## src/mem_geom_pkg.sv

```systemverilog
package mem_geom_pkg;

  // ####################
  // Array geometry
  // ####################

  // Data word width.
  localparam int word_w = 15;

  // Address width and the depth it spans.
  localparam int addr_w = 8;
  localparam int mem_depth = 1 << addr_w;

  // ####################
  // Geometry types
  // ####################

  // One data word, also used as a per-bit write mask.
  typedef logic [word_w-1:0] word_t;

  // One word address.
  typedef logic [addr_w-1:0] addr_t;

endpackage

```

## src/mem_port_pkg.sv

```systemverilog
package mem_port_pkg;

  import mem_geom_pkg::*;

  // ####################
  // Port counts
  // ####################
  localparam int num_rd = 2;
  localparam int num_wr = 3;

  // One strobe bit per port.
  typedef logic [num_rd-1:0] rd_strb_t;
  typedef logic [num_wr-1:0] wr_strb_t;

  // ####################
  // Packed port buses
  // ####################

  // Port 0 sits in the low bits of every bus.
  typedef logic [num_rd*addr_w-1:0] rd_addr_bus_t;
  typedef logic [num_wr*addr_w-1:0] wr_addr_bus_t;
  typedef logic [num_rd*word_w-1:0] rd_data_bus_t;

  // Write data and write mask share one layout.
  typedef logic [num_wr*word_w-1:0] wr_data_bus_t;

endpackage

```

## src/algo_2r3w_wrap.sv

```systemverilog
`timescale 1ns/1ns

module algo_2r3w_wrap
  import mem_geom_pkg::*, mem_port_pkg::*;
#(
  parameter int T1_DELAY = 1,
  parameter int FLOPOUT  = 1
) (
  input  logic         clk,
  input  logic         rst,

  // Logical read ports.
  input  rd_strb_t     read,
  input  rd_addr_bus_t rd_adr,
  output rd_data_bus_t rd_dout,
  output rd_strb_t     rd_vld,

  // Logical write ports.
  input  wr_strb_t     write,
  input  wr_addr_bus_t wr_adr,
  input  wr_data_bus_t din,
  input  wr_data_bus_t bw,

  // Array read ports.
  output logic         t1_read_d,
  output addr_t        t1_addr_d,
  input  word_t        t1_dout_d,
  output logic         t1_read_e,
  output addr_t        t1_addr_e,
  input  word_t        t1_dout_e,

  // Array write ports.
  output logic         t1_write_a,
  output addr_t        t1_addr_a,
  output word_t        t1_din_a,
  output word_t        t1_bw_a,
  output logic         t1_write_b,
  output addr_t        t1_addr_b,
  output word_t        t1_din_b,
  output word_t        t1_bw_b,
  output logic         t1_write_c,
  output addr_t        t1_addr_c,
  output word_t        t1_din_c,
  output word_t        t1_bw_c
);

  // Valid must line up with array latency plus output flops.
  localparam int VLD_DEPTH = T1_DELAY + FLOPOUT;

  rd_data_bus_t rd_word;
  rd_strb_t     vld_pipe [VLD_DEPTH];

  // ####################
  // Read port mapping
  // ####################
  assign t1_read_d = read[0];
  assign t1_addr_d = rd_adr[0*addr_w +: addr_w];
  assign t1_read_e = read[1];
  assign t1_addr_e = rd_adr[1*addr_w +: addr_w];

  // Port D lands in the low word.
  assign rd_word = {t1_dout_e, t1_dout_d};

  // ####################
  // Write port mapping
  // ####################
  assign t1_write_a = write[0];
  assign t1_addr_a  = wr_adr[0*addr_w +: addr_w];
  assign t1_din_a   = din[0*word_w +: word_w];
  assign t1_bw_a    = bw[0*word_w +: word_w];

  assign t1_write_b = write[1];
  assign t1_addr_b  = wr_adr[1*addr_w +: addr_w];
  assign t1_din_b   = din[1*word_w +: word_w];
  assign t1_bw_b    = bw[1*word_w +: word_w];

  assign t1_write_c = write[2];
  assign t1_addr_c  = wr_adr[2*addr_w +: addr_w];
  assign t1_din_c   = din[2*word_w +: word_w];
  assign t1_bw_c    = bw[2*word_w +: word_w];

  // ####################
  // Read valid pipeline
  // ####################
  always_ff @(posedge clk) begin
    if (rst) begin
      for (int i = 0; i < VLD_DEPTH; i++) begin
        vld_pipe[i] <= '0;
      end
    end else begin
      vld_pipe[0] <= read;
      for (int i = 1; i < VLD_DEPTH; i++) begin
        vld_pipe[i] <= vld_pipe[i-1];
      end
    end
  end

  assign rd_vld = vld_pipe[VLD_DEPTH-1];

  // ####################
  // Read data pipeline
  // ####################
  generate
    if (FLOPOUT > 0) begin : g_flopout
      rd_data_bus_t dout_pipe [FLOPOUT];

      always_ff @(posedge clk) begin
        dout_pipe[0] <= rd_word;
        for (int i = 1; i < FLOPOUT; i++) begin
          dout_pipe[i] <= dout_pipe[i-1];
        end
      end

      assign rd_dout = dout_pipe[FLOPOUT-1];
    end else begin : g_direct
      assign rd_dout = rd_word;
    end
  endgenerate

endmodule

```

## config.mk

```make
export PLATFORM = sky130hd
export DESIGN_NAME = algo_2r3w_wrap
export DESIGN_NICKNAME = d
export VERILOG_FILES = /design/src/mem_geom_pkg.sv /design/src/mem_port_pkg.sv /design/src/algo_2r3w_wrap.sv
export SDC_FILE = /design/constraint.sdc
export NUM_CORES = 1
export LEC_CHECK = 0
export BUFFER_PORTS_ARGS = -buffer_cell sky130_fd_sc_hd__buf_2
export CELL_PAD_IN_SITES_DETAIL_PLACEMENT = 1
export CELL_PAD_IN_SITES_GLOBAL_PLACEMENT = 2
export CORE_AREA = 5 5 132 134
export CTS_BUF_LIST = sky130_fd_sc_hd__clkbuf_8
export DETAILED_ROUTE_END_ITERATION = 6
export DIE_AREA = 0 0 137 139
export GPL_ROUTABILITY_DRIVEN = 1
export PLACE_DENSITY_LB_ADDON = 0.15
export SYNTH_ARGS = -nofsm -noshare
export SYNTH_HDL_FRONTEND = slang
export SYNTH_SLANG_ARGS = --single-unit
export TNS_END_PERCENT = 100
```

## constraint.sdc

```tcl
create_clock -name clk -period 1.2 [get_ports clk]
set_input_delay 0.3 -clock clk [delete_from_list [all_inputs] [get_ports clk]]
set_output_delay 0.3 -clock clk [all_outputs]
set_load 0.005 [all_outputs]
```

==> results of run 1 <==
[placed cells by master (no fill, tap or decap)]
master and instances:
sky130_fd_sc_hd__buf_2 67, sky130_fd_sc_hd__clkbuf_8 6, sky130_fd_sc_hd__clkinv_2 1, sky130_fd_sc_hd__dfxtp_1 34, sky130_fd_sc_hd__inv_1 1, sky130_fd_sc_hd__nor2b_1 4
[through the flow]
stage,setup WS [ns],util [%],hold slack [ns]
finish,0.1511,8.704,0.09475
global route,0.07280,8.704,0.05497
CTS,0.09777,8.704,0.05596
floorplan,0.4893,-,0.3277
global placement,0.3832,8.139,0.4023
detailed placement,0.3796,8.139,0.4039
[flip-flops by register name, summed over array words and instances (netlist names)]
signal and cells:
g_flopout.dout_pipe 30, vld_pipe 4
[final cells by class]
class                   count  share of cell area (%)
flip-flops and latches     34                   48.36
repair buffers             67                   23.82
well taps                 220                   19.56
clock buffers               6                   5.867
multi-input cells           4                   1.778
clock inverters             2                  0.6222
[report_power, final]
group	switching (mW)	internal [mW]	leakage, nW	total, mW
Clock	0.482	0.456	0.0524	0.938
Combinational	0.0513	0.0779	0.275	0.129
Sequential	0.0123	1.19	0.286	1.20
Total	0.546	1.72	0.614	2.27
[logic make-up after synthesis]
group | share of synthesized area, %
buffers and inverters | 59.31
DFF | 39.25
and+or+nand+nor | 1.443
[routing by layer]
| metal | vias up | GRT usage (%) | wire (µm) |
|---|---|---|---|
| li1 | 262 | - | - |
| met1 | 296 | 3.040 | 1059 |
| met5 | - | 0 | 0 |
| met2 | 82 | 4.725 | 1422 |
| met3 | 83 | 3.266 | 789 |
| met4 | 0 | 6.513 | 625 |
[worst max path at each step]
stage / endpoint / slack [ns] / cells after the start
floorplan: t1_addr_a[0] / 0.49 / 1
global placement: t1_read_d / 0.38 / 2
detailed placement: t1_read_d / 0.38 / 2
CTS: rd_vld[0] / 0.1 / 1
global route: rd_vld[0] / 0.07 / 1
finish: rd_vld[0] / 0.15 / 1
==> flow_summary.html, run 1 <==
<table>
<tr><th>Metric</th><th>Value</th></tr>
<tr><th colspan="2">Status</th></tr>
<tr><td>Outcome</td><td>complete, no violations</td></tr>
<tr><th colspan="2">CTS</th></tr>
<tr><td>Number of buffers on the longest clock path</td><td>2</td></tr>
<tr><td>Count of cells resized by post-cts repair</td><td>0</td></tr>
<tr><td>Clock Latency Late Sink</td><td>0.30 ns</td></tr>
<tr><td>Level count of the clock H-tree</td><td>2</td></tr>
<tr><td>Post-CTS Setup Repair Bufs</td><td>0</td></tr>
<tr><td>Total CTS buffers</td><td>5</td></tr>
<tr><td>Clock Sink Count</td><td>34</td></tr>
<tr><td>Quantity of hold-fixing buffers added after cts</td><td>0</td></tr>
<tr><td>Clock tree from TritonCTS</td><td>yes</td></tr>
<tr><td>Clock root cell</td><td>sky130_fd_sc_hd__clkbuf_8</td></tr>
<tr><td>Register clock-pin slew on the reported worst setup and hold paths</td><td>0.08 ns</td></tr>
<tr><th colspan="2">GRT</th></tr>
<tr><td>Initial antenna violation count</td><td>0</td></tr>
<tr><td>Global-route wire length before repair</td><td>slightly above 5000 µm</td></tr>
<tr><td>Maximum number of pins on one net before global-route repair</td><td>11</td></tr>
<tr><td>Total gr overflow</td><td>0</td></tr>
<tr><td>Vias in the first global route</td><td>816</td></tr>
<tr><td>GRT Resource Usage Total</td><td>under 10%</td></tr>
<tr><th colspan="2">Cells and area</th></tr>
<tr><td>Post-layout net count</td><td>between 200 and 300</td></tr>
<tr><td>Synthesis-to-layout area growth</td><td>-18.83%</td></tr>
<tr><td>Count of inserted antenna diode cells</td><td>0</td></tr>
<tr><td>Multi-input combinational cell area</td><td>between 20 and 30 µm²</td></tr>
<tr><td>Final instance area</td><td>around 0.0014 mm²</td></tr>
<tr><td>Share of cells above drive strength 1</td><td>between 60 and 70%</td></tr>
<tr><td>Storage element area</td><td>680.7 µm²</td></tr>
<tr><td>Number of standard cells in the layout, taps in and fillers out</td><td>around 330</td></tr>
<tr><td>Filler Cell Count</td><td>around 1.9k</td></tr>
<tr><th colspan="2">Floorplan</th></tr>
<tr><td>Count of standard-cell rows</td><td>between 40 and 50</td></tr>
<tr><td>Core region area</td><td>0.01617 mm²</td></tr>
<tr><td>Width of the chip</td><td>between 100 and 150 µm</td></tr>
<tr><td>Area enclosed by the die boundary</td><td>between 0.015 and 0.02 mm²</td></tr>
<tr><td>Overall die height</td><td>around 140 µm</td></tr>
<tr><td>Initial core utilization</td><td>roughly 11%</td></tr>
<tr><td>Top-level port count</td><td>between 300 and 400</td></tr>
<tr><th colspan="2">Power</th></tr>
<tr><td>Design Power</td><td>~2.3 mW</td></tr>
<tr><td>Static leakage</td><td>between 0.6 and 0.7 nW</td></tr>
<tr><td>Peak supply drop</td><td>0.3244 mV</td></tr>
<tr><td>PwrDens</td><td>roughly 1600 mW/mm²</td></tr>
<tr><th colspan="2">Min path</th></tr>
<tr><td>Worst hold path class</td><td>primary input to flop</td></tr>
<tr><td>Hold endpoint</td><td>g_flopout.dout_pipe[0][4]$_DFF_P_</td></tr>
<tr><td>Cell depth of the worst min-delay path</td><td>1</td></tr>
<tr><td>Hold Crit Start</td><td>t1_dout_d[4]</td></tr>
<tr><th colspan="2">Timing</th></tr>
<tr><td>F_max</td><td>~950 MHz</td></tr>
<tr><td>Shortest period the worst path allows</td><td>1.049 ns</td></tr>
<tr><td>Hold violation count in the final report</td><td>0</td></tr>
<tr><td>Relative slew margins</td><td>between 90% and 100%</td></tr>
<tr><td>Ratio of final minimum period to clock period</td><td>just under 90%</td></tr>
<tr><td>Sum Neg Setup Slack</td><td>0 ns</td></tr>
<tr><td>Setup repair after global routing missed its margin</td><td>false</td></tr>
<tr><td>Tightest Pin Transition</td><td>just under 0.09 ns</td></tr>
<tr><td>Clock skew</td><td>about 0.00057 ns</td></tr>
<tr><td>Final setup fails</td><td>0</td></tr>
<tr><td>Number of pins exceeding their max-slew limit in the final report</td><td>0</td></tr>
<tr><th colspan="2">Synthesis</th></tr>
<tr><td>Cell with the most instances after synthesis</td><td>sky130_fd_sc_hd__buf_4</td></tr>
<tr><td>Cell area after synthesis</td><td>0.001734 mm²</td></tr>
<tr><td>Count of flip-flops with a built-in enable after synthesis</td><td>0</td></tr>
<tr><td>Net count of the mapped netlist</td><td>about 340</td></tr>
<tr><td>Ys Warns</td><td>0</td></tr>
<tr><td>Fraction of post-synthesis cell area in the top cell type by area</td><td>between 50% and 60%</td></tr>
<tr><td>Number of flip-flops and latches in the synthesized netlist</td><td>34</td></tr>
<tr><td>Async set-reset flop share out of synthesis</td><td>0%</td></tr>
<tr><td>Sequential fraction of the synthesis area</td><td>39.25%</td></tr>
<tr><td>Leading post-synthesis cells by instance count</td><td>sky130_fd_sc_hd__buf_4 (137), sky130_fd_sc_hd__dfxtp_1 (34), sky130_fd_sc_hd__nor2b_1 (4)</td></tr>
<tr><td>Number of unique standard cell types used by synthesis</td><td>3</td></tr>
<tr><td>Gate count of the mapped netlist</td><td>roughly 180</td></tr>
<tr><td>Avg Synthesized Cell Area</td><td>9.910 µm²</td></tr>
<tr><td>Cell types with the largest area share after synthesis</td><td>sky130_fd_sc_hd__buf_4 (59%), sky130_fd_sc_hd__dfxtp_1 (39%), sky130_fd_sc_hd__nor2b_1 (1.4%)</td></tr>
<tr><td>Yosys top cell by area</td><td>sky130_fd_sc_hd__buf_4</td></tr>
<tr><td>Most frequently used flop master after synthesis</td><td>sky130_fd_sc_hd__dfxtp_1</td></tr>
<tr><th colspan="2">Critical path</th></tr>
<tr><td>Worst-case register-to-register setup slack</td><td>slightly below 0.7 ns</td></tr>
<tr><td>Cell breakdown of the critical path</td><td>buf_2</td></tr>
<tr><td>Worst flop-to-flop path startpoint</td><td>vld_pipe[0][0]$_SDFF_PP0_</td></tr>
<tr><td>Max Fanout on Critical Path</td><td>1</td></tr>
<tr><td>Worst path top cell family by delay</td><td>flip-flops</td></tr>
<tr><td>Largest incremental delay on the critical path</td><td>about 0.33 ns</td></tr>
<tr><td>Required time of the critical path</td><td>approximately 0.9 ns</td></tr>
<tr><td>Critical Path Start</td><td>vld_pipe[0][2]$_SDFF_PP0_</td></tr>
<tr><td>Worst R2R End</td><td>vld_pipe[0][2]$_SDFF_PP0_</td></tr>
<tr><td>Highest-delay cell along the critical path</td><td>sky130_fd_sc_hd__dfxtp_1</td></tr>
<tr><td>Sum of buffers and inverters on the critical path</td><td>1</td></tr>
<tr><td>Data arrival time at the worst-slack endpoint</td><td>0.75 ns</td></tr>
<tr><td>Sort of element at the end of the critical path</td><td>output pin</td></tr>
<tr><td>Category of the most critical setup path</td><td>flop to output pin</td></tr>
<tr><td>Crit path launch type</td><td>flop</td></tr>
<tr><td>Register-to-Register Path Depth</td><td>1</td></tr>
<tr><th colspan="2">Detailed routing</th></tr>
<tr><td>Number of DRC violations after detailed routing</td><td>0</td></tr>
<tr><td>DR WL/cell</td><td>11.70 µm</td></tr>
<tr><td>Via count normalized by instance count</td><td>roughly 2.2</td></tr>
<tr><td>Total routed wirelength</td><td>roughly 3900 µm</td></tr>
<tr><td>Remaining antenna violation count</td><td>0</td></tr>
<tr><td>Vias</td><td>slightly above 700</td></tr>
<tr><td>Count of TritonRoute iterations in the first routing pass</td><td>2</td></tr>
<tr><td>Initial drt markers</td><td>13</td></tr>
<tr><th colspan="2">Place</th></tr>
<tr><td>Cell area reported after detailed placement</td><td>0.001316 mm²</td></tr>
<tr><td>Post-Place Cells</td><td>approximately 330</td></tr>
<tr><td>Final weighted congestion in routability-driven placement</td><td>between 0.5 and 0.6</td></tr>
<tr><td>Number of input and output port buffers inserted</td><td>between 60 and 70</td></tr>
<tr><th colspan="2">Run</th></tr>
<tr><td>Max-Cap Viols</td><td>0</td></tr>
</table>
(Power assumes the default switching activity.)
==> inputs of run 2 (changes only) <==
CELL_PAD_IN_SITES_DETAIL_PLACEMENT = default   (was 1)
CELL_PAD_IN_SITES_GLOBAL_PLACEMENT = default   (was 2)
CORE_AREA = 5 5 126 128   (was 5 5 132 134)
DIE_AREA = 0 0 131 133   (was 0 0 137 139)
==> flow_summary.html, run 2 (same netlist as run 1, synthesis figures left out) <==
<table>
<tr><th>Metric</th><th>Value</th></tr>
<tr><th colspan="2">Status</th></tr>
<tr><td>Outcome</td><td>complete, no violations</td></tr>
<tr><th colspan="2">Power</th></tr>
<tr><td>Peak supply drop</td><td>0.4696 mV (+45%)</td></tr>
<tr><td>PwrDens</td><td>1566 mW/mm² (-2.7%)</td></tr>
<tr><td>Design Power</td><td>2.133 mW (-5.9%)</td></tr>
<tr><td>Static leakage</td><td>0.6105 nW (-0.50%)</td></tr>
<tr><th colspan="2">GRT</th></tr>
<tr><td>Total gr overflow</td><td>0 (unchanged)</td></tr>
<tr><td>Global-route wire length before repair</td><td>5030 µm (-2.3%)</td></tr>
<tr><td>Maximum number of pins on one net before global-route repair</td><td>12 (+1)</td></tr>
<tr><td>Vias in the first global route</td><td>850 (+4.2%)</td></tr>
<tr><td>Initial antenna violation count</td><td>2 (+2)</td></tr>
<tr><td>GRT Resource Usage Total</td><td>3.950% (-0.028 points)</td></tr>
<tr><th colspan="2">Timing</th></tr>
<tr><td>Tightest Pin Transition</td><td>0.09457 ns (+0.005587 ns)</td></tr>
<tr><td>Relative slew margins</td><td>93.68% (-0.37 points)</td></tr>
<tr><td>Final worst slack</td><td>0.1972 ns (+0.04604 ns)</td></tr>
<tr><td>Ratio of final minimum period to clock period</td><td>83.57% (-3.8 points)</td></tr>
<tr><td>F_max</td><td>997.2 MHz (+4.6%)</td></tr>
<tr><td>Worst Hold Margin</td><td>0.1167 ns (+0.02194 ns)</td></tr>
<tr><td>Hold violation count in the final report</td><td>0 (unchanged)</td></tr>
<tr><td>Clock skew</td><td>0.003025 ns (+0.002459 ns)</td></tr>
<tr><td>Sum Neg Setup Slack</td><td>0 ns (unchanged)</td></tr>
<tr><td>Number of pins exceeding their max-slew limit in the final report</td><td>0 (unchanged)</td></tr>
<tr><td>Setup repair after global routing missed its margin</td><td>false</td></tr>
<tr><td>Shortest period the worst path allows</td><td>1.003 ns (-0.04604 ns)</td></tr>
<tr><td>Final setup fails</td><td>0 (unchanged)</td></tr>
<tr><th colspan="2">Floorplan</th></tr>
<tr><td>Core region area</td><td>0.01475 mm² (-8.8%)</td></tr>
<tr><td>Top-level port count</td><td>334 (unchanged)</td></tr>
<tr><td>Overall die height</td><td>133 µm (-4.3%)</td></tr>
<tr><td>Initial core utilization</td><td>11.76% (+1.0 points)</td></tr>
<tr><td>Width of the chip</td><td>131 µm (-4.4%)</td></tr>
<tr><td>Area enclosed by the die boundary</td><td>0.01742 mm² (-8.5%)</td></tr>
<tr><td>Count of standard-cell rows</td><td>45 (-4.3%)</td></tr>
<tr><th colspan="2">Critical path</th></tr>
<tr><td>Highest-delay cell along the critical path</td><td>sky130_fd_sc_hd__dfxtp_1</td></tr>
<tr><td>Category of the most critical setup path</td><td>flop to output pin</td></tr>
<tr><td>Max Fanout on Critical Path</td><td>1 (unchanged)</td></tr>
<tr><td>Register-to-Register Path Depth</td><td>1 (unchanged)</td></tr>
<tr><td>Worst path top cell family by delay</td><td>flip-flops</td></tr>
<tr><td>Capturing element of the worst setup path</td><td>rd_dout[2]</td></tr>
<tr><td>Data arrival time at the worst-slack endpoint</td><td>0.70 ns (-0.05 ns)</td></tr>
<tr><td>Cell breakdown of the critical path</td><td>buf_2</td></tr>
<tr><td>Largest incremental delay on the critical path</td><td>0.31 ns (-0.02 ns)</td></tr>
<tr><td>Stages on worst setup path</td><td>1 (unchanged)</td></tr>
<tr><td>Sort of element at the end of the critical path</td><td>output pin</td></tr>
<tr><td>Crit path launch type</td><td>flop</td></tr>
<tr><td>Worst flop-to-flop path startpoint</td><td>vld_pipe[0][0]$_SDFF_PP0_</td></tr>
<tr><td>Worst R2R End</td><td>vld_pipe[0][2]$_SDFF_PP0_</td></tr>
<tr><td>Sum of buffers and inverters on the critical path</td><td>1 (unchanged)</td></tr>
<tr><td>Worst-case register-to-register setup slack</td><td>0.69 ns (about the same)</td></tr>
<tr><td>Critical Path Start</td><td>g_flopout.dout_pipe[0][2]$_DFF_P_</td></tr>
<tr><td>Required time of the critical path</td><td>0.90 ns (about the same)</td></tr>
<tr><th colspan="2">CTS</th></tr>
<tr><td>Register clock-pin slew on the reported worst setup and hold paths</td><td>0.07 ns (about the same)</td></tr>
<tr><td>Clock Latency Late Sink</td><td>0.28 ns (-0.02 ns)</td></tr>
<tr><td>Number of buffers on the longest clock path</td><td>2 (unchanged)</td></tr>
<tr><td>Total CTS buffers</td><td>5 (unchanged)</td></tr>
<tr><td>Clock Sink Count</td><td>34 (unchanged)</td></tr>
<tr><td>Clock root cell</td><td>sky130_fd_sc_hd__clkbuf_8</td></tr>
<tr><td>Count of cells resized by post-cts repair</td><td>0 (unchanged)</td></tr>
<tr><td>Quantity of hold-fixing buffers added after cts</td><td>0 (unchanged)</td></tr>
<tr><td>Level count of the clock H-tree</td><td>2 (unchanged)</td></tr>
<tr><td>Post-CTS Setup Repair Bufs</td><td>0 (unchanged)</td></tr>
<tr><td>Clock tree from TritonCTS</td><td>yes</td></tr>
<tr><th colspan="2">Detailed routing</th></tr>
<tr><td>Number of DRC violations after detailed routing</td><td>0 (unchanged)</td></tr>
<tr><td>Total routed wirelength</td><td>3669 µm (-5.9%)</td></tr>
<tr><td>Count of TritonRoute iterations in the first routing pass</td><td>2 (unchanged)</td></tr>
<tr><td>DR WL/cell</td><td>12.19 µm (+4.2%)</td></tr>
<tr><td>Via count normalized by instance count</td><td>2.329 (+7.3%)</td></tr>
<tr><td>Initial drt markers</td><td>12 (-1)</td></tr>
<tr><td>Remaining antenna violation count</td><td>0 (unchanged)</td></tr>
<tr><td>Vias</td><td>701 (-3.0%)</td></tr>
<tr><th colspan="2">Place</th></tr>
<tr><td>Post-Place Cells</td><td>293 (-9.8%)</td></tr>
<tr><td>Cell area reported after detailed placement</td><td>0.001276 mm² (-3.0%)</td></tr>
<tr><td>Number of input and output port buffers inserted</td><td>67 (unchanged)</td></tr>
<tr><td>Final weighted congestion in routability-driven placement</td><td>0.6060 (+11%)</td></tr>
<tr><td>HPWL reported at the end of detailed placement</td><td>about 3100 µm</td></tr>
<tr><td>Post-placement setup slack</td><td>0.3802 ns (+0.0005620 ns)</td></tr>
<tr><th colspan="2">Cells and area</th></tr>
<tr><td>Reg with most FFs</td><td>g_flopout.dout_pipe</td></tr>
<tr><td>Final instance area</td><td>0.001363 mm² (-3.2%)</td></tr>
<tr><td>Most common cell after layout, fill and taps aside</td><td>sky130_fd_sc_hd__buf_2</td></tr>
<tr><td>Top library cells by usage in the layout, fill and taps aside</td><td>sky130_fd_sc_hd__buf_2 (67), sky130_fd_sc_hd__dfxtp_1 (34), sky130_fd_sc_hd__clkbuf_8 (5)</td></tr>
<tr><td>Synthesis-to-layout area growth</td><td>-21.43%</td></tr>
<tr><td>Post-layout net count</td><td>279 (unchanged)</td></tr>
<tr><td>Count of inserted antenna diode cells</td><td>0 (unchanged)</td></tr>
<tr><td>Storage element area</td><td>680.7 µm² (unchanged)</td></tr>
<tr><td>Largest regs</td><td>g_flopout.dout_pipe: 30 flops, vld_pipe: 4 flops</td></tr>
<tr><td>Multi-input combinational cell area</td><td>25.02 µm² (unchanged)</td></tr>
<tr><td>Filler Cell Count</td><td>1751 (-8.5%)</td></tr>
<tr><td>Share of the core filled with cells</td><td>9.237% (+0.53 points)</td></tr>
<tr><td>Number of standard cells in the layout, taps in and fillers out</td><td>301 (-9.6%)</td></tr>
<tr><td>Share of cells above drive strength 1</td><td>65.49% (unchanged)</td></tr>
<tr><td>Flip-flop count of the largest register after layout</td><td>30 (unchanged)</td></tr>
<tr><th colspan="2">Min path</th></tr>
<tr><td>Worst hold path class</td><td>primary input to flop</td></tr>
<tr><th colspan="2">Run</th></tr>
<tr><td>Max-Cap Viols</td><td>0 (unchanged)</td></tr>
</table>
## run 2: power breakdown
group / internal, mW / total, mW / switching, mW
clock: 0.400 / 0.805 / 0.405
sequential: 1.19 / 1.20 / 0.0122
combinational: 0.0778 / 0.128 / 0.0502
total: 1.67 / 2.13 / 0.467
## run 2: final cells by class
class	count	share of cell area, %
repair buffers	67	24.61
multi-input cells	4	1.837
clock inverters	3	1.286
well taps	188	17.26
clock buffers	5	5.050
flip-flops and latches	34	49.95
## run 2: routing by layer
layer | up-vias | global-route usage, % | part of all wire [%]
li1 | 262 | - | -
met1 | 284 | 2.404 | 22
met2 | 85 | 4.656 | 38
met3 | 64 | 4.723 | 24
met4 | 6 | 5.543 | 14
met5 | - | 1.471 | 1.6
## run 2: worst min-delay path by stage
| stage | from | end | cells after the start |
|---|---|---|---|
| after floorplan | t1_dout_d[0] | g_flopout.dout_pipe[0][0]$_DFF_P_ | 0 |
| after global placement | t1_dout_d[6] | g_flopout.dout_pipe[0][6]$_DFF_P_ | 1 |
| after detailed placement | t1_dout_d[7] | g_flopout.dout_pipe[0][7]$_DFF_P_ | 1 |
| after CTS | t1_dout_e[3] | g_flopout.dout_pipe[0][18]$_DFF_P_ | 1 |
| after global routing | t1_dout_e[9] | g_flopout.dout_pipe[0][24]$_DFF_P_ | 1 |
| final | t1_dout_d[6] | g_flopout.dout_pipe[0][6]$_DFF_P_ | 1 |
==> inputs of run 3 (changes only) <==
ABC_AREA = 1   (was default)
CORE_AREA = 5 5 128 130   (was 5 5 126 128)
DIE_AREA = 0 0 133 135   (was 0 0 131 133)
clock period = 0.8 ns   (was 1.2 ns; I/O delays follow)
==> flow_summary.html, run 3 <==
<table>
<tr><th>Metric</th><th>Value</th></tr>
<tr><th colspan="2">Floorplan</th></tr>
<tr><td>Overall die height</td><td>135 µm (+1.5%)</td></tr>
<tr><td>Width of the chip</td><td>133 µm (+1.5%)</td></tr>
<tr><td>Area enclosed by the die boundary</td><td>0.01796 mm² (+3.1%)</td></tr>
<tr><td>Top-level port count</td><td>334 (unchanged)</td></tr>
<tr><td>Initial core utilization</td><td>11.57% (-0.19 points)</td></tr>
<tr><td>Count of standard-cell rows</td><td>45 (unchanged)</td></tr>
<tr><td>Core region area</td><td>0.01503 mm² (+1.9%)</td></tr>
<tr><th colspan="2">Synthesis</th></tr>
<tr><td>Number of unique standard cell types used by synthesis</td><td>4 (+1)</td></tr>
<tr><td>Net count of the mapped netlist</td><td>346 (+1.2%)</td></tr>
<tr><td>Cell area after synthesis</td><td>0.001739 mm² (+0.29%)</td></tr>
<tr><td>Leading post-synthesis cells by instance count</td><td>sky130_fd_sc_hd__buf_4 (137), sky130_fd_sc_hd__dfxtp_1 (34), sky130_fd_sc_hd__inv_1 (4), sky130_fd_sc_hd__nor2_1 (4)</td></tr>
<tr><td>Sequential fraction of the synthesis area</td><td>39.14% (-0.11 points)</td></tr>
<tr><td>Ys Warns</td><td>0 (unchanged)</td></tr>
<tr><td>Count of flip-flops with a built-in enable after synthesis</td><td>0 (unchanged)</td></tr>
<tr><td>Most frequently used flop master after synthesis</td><td>sky130_fd_sc_hd__dfxtp_1</td></tr>
<tr><td>Number of flip-flops and latches in the synthesized netlist</td><td>34 (unchanged)</td></tr>
<tr><td>Fraction of post-synthesis cell area in the top cell type by area</td><td>59.14% (-0.17 points)</td></tr>
<tr><td>Cell with the most instances after synthesis</td><td>sky130_fd_sc_hd__buf_4</td></tr>
<tr><td>Cell types with the largest area share after synthesis</td><td>sky130_fd_sc_hd__buf_4 (59%), sky130_fd_sc_hd__dfxtp_1 (39%), sky130_fd_sc_hd__inv_1 (0.86%)</td></tr>
<tr><td>Async set-reset flop share out of synthesis</td><td>0% (unchanged)</td></tr>
<tr><td>Yosys top cell by area</td><td>sky130_fd_sc_hd__buf_4</td></tr>
<tr><td>Avg Synthesized Cell Area</td><td>9.716 µm² (-2.0%)</td></tr>
<tr><td>Gate count of the mapped netlist</td><td>179 (+2.3%)</td></tr>
<tr><th colspan="2">Cells and area</th></tr>
<tr><td>Post-layout net count</td><td>299 (+7.2%)</td></tr>
<tr><td>Reg with most FFs</td><td>g_flopout.dout_pipe</td></tr>
<tr><td>Most common cell after layout, fill and taps aside</td><td>sky130_fd_sc_hd__buf_2</td></tr>
<tr><td>Count of inserted antenna diode cells</td><td>0 (unchanged)</td></tr>
<tr><td>Flip-flop count of the largest register after layout</td><td>30 (unchanged)</td></tr>
<tr><td>Share of cells above drive strength 1</td><td>60.15% (-5.3 points)</td></tr>
<tr><td>Multi-input combinational cell area</td><td>15.01 µm² (-40%)</td></tr>
<tr><td>Synthesis-to-layout area growth</td><td>-9.496%</td></tr>
<tr><td>Filler Cell Count</td><td>1706 (-2.6%)</td></tr>
<tr><td>Largest regs</td><td>g_flopout.dout_pipe: 30 flops, vld_pipe: 4 flops</td></tr>
<tr><td>Top library cells by usage in the layout, fill and taps aside</td><td>sky130_fd_sc_hd__buf_2 (62), sky130_fd_sc_hd__dfxtp_1 (29), sky130_fd_sc_hd__dlygate4sd3_1 (16)</td></tr>
<tr><td>Share of the core filled with cells</td><td>10.47% (+1.2 points)</td></tr>
<tr><td>Storage element area</td><td>686.9 µm² (+0.92%)</td></tr>
<tr><td>Final instance area</td><td>0.001574 mm² (+16%)</td></tr>
<tr><td>Number of standard cells in the layout, taps in and fillers out</td><td>321 (+6.6%)</td></tr>
<tr><th colspan="2">Critical path</th></tr>
<tr><td>Highest-delay cell along the critical path</td><td>sky130_fd_sc_hd__dfxtp_2</td></tr>
<tr><td>Required time of the critical path</td><td>0.60 ns (-0.30 ns)</td></tr>
<tr><td>Worst path top cell family by delay</td><td>flip-flops</td></tr>
<tr><td>Cell breakdown of the critical path</td><td>buf_6</td></tr>
<tr><td>Sum of buffers and inverters on the critical path</td><td>1 (unchanged)</td></tr>
<tr><td>Sort of element at the end of the critical path</td><td>output pin</td></tr>
<tr><td>Crit path launch type</td><td>flop</td></tr>
<tr><td>Largest incremental delay on the critical path</td><td>0.32 ns (about the same)</td></tr>
<tr><td>Max Fanout on Critical Path</td><td>1 (unchanged)</td></tr>
<tr><td>Category of the most critical setup path</td><td>flop to output pin</td></tr>
<tr><td>Data arrival time at the worst-slack endpoint</td><td>0.71 ns (about the same)</td></tr>
<tr><th colspan="2">Place</th></tr>
<tr><td>Post-Place Cells</td><td>297 (+1.4%)</td></tr>
<tr><td>Cell area reported after detailed placement</td><td>0.001281 mm² (+0.39%)</td></tr>
<tr><td>Final weighted congestion in routability-driven placement</td><td>0.5965 (-1.6%)</td></tr>
<tr><td>HPWL reported at the end of detailed placement</td><td>3701 µm (+19%)</td></tr>
<tr><td>Number of input and output port buffers inserted</td><td>67 (unchanged)</td></tr>
<tr><th colspan="2">Min path</th></tr>
<tr><td>Worst hold path class</td><td>primary input to flop</td></tr>
<tr><th colspan="2">Power</th></tr>
<tr><td>Peak supply drop</td><td>0.4568 mV (-2.7%)</td></tr>
<tr><td>Net switching component of the power</td><td>713.6 µW (+53%)</td></tr>
<tr><td>PwrDens</td><td>2141 mW/mm² (+37%)</td></tr>
<tr><td>Design Power</td><td>3.370 mW (+58%)</td></tr>
<tr><td>Pint</td><td>2.657 mW (+59%)</td></tr>
<tr><td>Part of the total power dissipated in sequential elements</td><td>53.6% (-2.6 points)</td></tr>
<tr><td>Combinational power share</td><td>8.1% (+2.1 points)</td></tr>
<tr><td>Static leakage</td><td>0.7013 nW (+15%)</td></tr>
<tr><td>Share of total power in the clock network</td><td>38.3% (+0.5 points)</td></tr>
<tr><td>Switching part of the total</td><td>21.17% (-0.74 points)</td></tr>
<tr><th colspan="2">Detailed routing</th></tr>
<tr><td>Total routed wirelength</td><td>4410 µm (+20%)</td></tr>
<tr><td>Met2 WL</td><td>2411 µm (+74%)</td></tr>
<tr><td>Routed met3 length</td><td>791 µm (-12%)</td></tr>
<tr><td>Number of DRC violations after detailed routing</td><td>0 (unchanged)</td></tr>
<tr><td>Met1 wire length</td><td>748 µm (-7.4%)</td></tr>
<tr><td>Vias</td><td>791 (+13%)</td></tr>
<tr><td>Count of TritonRoute iterations in the first routing pass</td><td>2 (unchanged)</td></tr>
<tr><td>Remaining antenna violation count</td><td>0 (unchanged)</td></tr>
<tr><td>DR WL/cell</td><td>13.74 µm (+13%)</td></tr>
<tr><td>Uppermost routed layer</td><td>met4</td></tr>
<tr><td>Initial drt markers</td><td>38 (+26)</td></tr>
<tr><td>Via count normalized by instance count</td><td>2.464 (+5.8%)</td></tr>
<tr><th colspan="2">GRT</th></tr>
<tr><td>Total gr overflow</td><td>0 (unchanged)</td></tr>
<tr><td>Initial antenna violation count</td><td>0 (-2)</td></tr>
<tr><td>Global-route wire length before repair</td><td>5209 µm (+3.6%)</td></tr>
<tr><td>Maximum number of pins on one net before global-route repair</td><td>12 (unchanged)</td></tr>
<tr><td>Vias in the first global route</td><td>755 (-11%)</td></tr>
<tr><td>GRT Resource Usage Total</td><td>4.143% (+0.19 points)</td></tr>
<tr><th colspan="2">Timing</th></tr>
<tr><td>F_max</td><td>approximately 1100 MHz</td></tr>
<tr><td>Clock skew</td><td>0.004346 ns (+0.001322 ns)</td></tr>
<tr><td>Sum Neg Setup Slack</td><td>-3.043 ns (-3.043 ns)</td></tr>
<tr><td>Relative slew margins</td><td>91.79% (-1.9 points)</td></tr>
<tr><td>Final setup fails</td><td>32 (+32)</td></tr>
<tr><td>Number of pins exceeding their max-slew limit in the final report</td><td>0 (unchanged)</td></tr>
<tr><td>Hold violation count in the final report</td><td>0 (unchanged)</td></tr>
<tr><td>Setup repair after global routing missed its margin</td><td>true</td></tr>
<tr><td>Ratio of final minimum period to clock period</td><td>113.9%</td></tr>
<tr><td>Shortest period the worst path allows</td><td>slightly above 0.9 ns</td></tr>
<tr><td>Final worst slack</td><td>-0.1109 ns (-0.3081 ns)</td></tr>
<tr><td>Tightest Pin Transition</td><td>0.1228 ns (+0.02819 ns)</td></tr>
<tr><th colspan="2">Status</th></tr>
<tr><td>Outcome</td><td>complete, but fails checks</td></tr>
<tr><td>Violations in the final reports</td><td>setup timing</td></tr>
<tr><th colspan="2">Run</th></tr>
<tr><td>Max-Cap Viols</td><td>0 (unchanged)</td></tr>
<tr><th colspan="2">CTS</th></tr>
<tr><td>Clock Sink Count</td><td>34 (unchanged)</td></tr>
<tr><td>Post-CTS Setup Repair Bufs</td><td>0 (unchanged)</td></tr>
<tr><td>Register clock-pin slew on the reported worst setup and hold paths</td><td>0.07 ns (about the same)</td></tr>
<tr><td>Clock root cell</td><td>sky130_fd_sc_hd__clkbuf_8</td></tr>
<tr><td>Total CTS buffers</td><td>5 (unchanged)</td></tr>
<tr><td>Level count of the clock H-tree</td><td>2 (unchanged)</td></tr>
<tr><td>Clock Latency Late Sink</td><td>0.28 ns (about the same)</td></tr>
<tr><td>Number of buffers on the longest clock path</td><td>2 (unchanged)</td></tr>
<tr><td>Clock tree from TritonCTS</td><td>yes</td></tr>
</table>
-- run 3: per-stage QoR --
step | setup WS, ns | hold slack, ns
6_report | -0.1109 | 0.01657
3_3_place_gp | 0.1783 | 0.3028
5_1_grt | -0.1503 | 0.005391
4_1_cts | -0.1378 | 0.00001438
3_5_place_dp | 0.1790 | 0.3036
2_1_floorplan | 0.2073 | 0.2277
-- run 3: final timing paths --
path,from,end,slack [ns],cells after the start
max,g_flopout.dout_pipe[0][21]$_DFF_P_,rd_dout[21],-0.11,1
max reg2reg,vld_pipe[0][0]$_SDFF_PP0_,vld_pipe[0][2]$_SDFF_PP0_,0.28,2
min reg2reg,vld_pipe[0][1]$_SDFF_PP0_,vld_pipe[0][3]$_SDFF_PP0_,0.41,2
min,t1_dout_d[10],g_flopout.dout_pipe[0][10]$_DFF_P_,0.02,1
-- run 3: power by group through the flow --
stage | registers (mW) | logic [mW] | clock network [mW]
5_1_grt | 1.81 | 0.298 | 1.45
3_5_place_dp | 1.84 | 0.204 | 0
6_report | 1.80 | 0.273 | 1.29
2_1_floorplan | 1.85 | 0.560 | 0
3_3_place_gp | 1.84 | 0.208 | 0
4_1_cts | 1.80 | 0.219 | 1.37
-- run 3: area by class of cell --
cell class,instances,share of cell area (%)
Tap cell,188,14.94
Clock inverter,2,0.7949
Timing Repair Buffer,83,33.47
Inverter,4,0.9539
Sequential cell,34,43.64
Multi-Input combinational cell,4,0.9539
Clock buffer,6,5.246
-- run 3: what timing repair did --
action / 4_1_cts / 5_1_grt
endpoints found under the hold margin: 3 / 13
resized for setup: 2 / 8
setup endpoints to repair: 32 / 32
hold buffers: 3 / 13
-- run 3: logic make-up (layout without fill, tap and decap cells) --
group	after synthesis	count (layout)	synth area share (%)
AND/OR/NAND/NOR	4	4	0.8631
flip-flops	34	34	39.14
buffers and inverters	141	95	60.00
-- run 3: metal layers --
metal / up-vias / track usage, %
met4: 0 / 5.485
li1: 301 / -
met5: - / 0
met2: 93 / 6.998
met3: 61 / 3.838
met1: 336 / 1.866
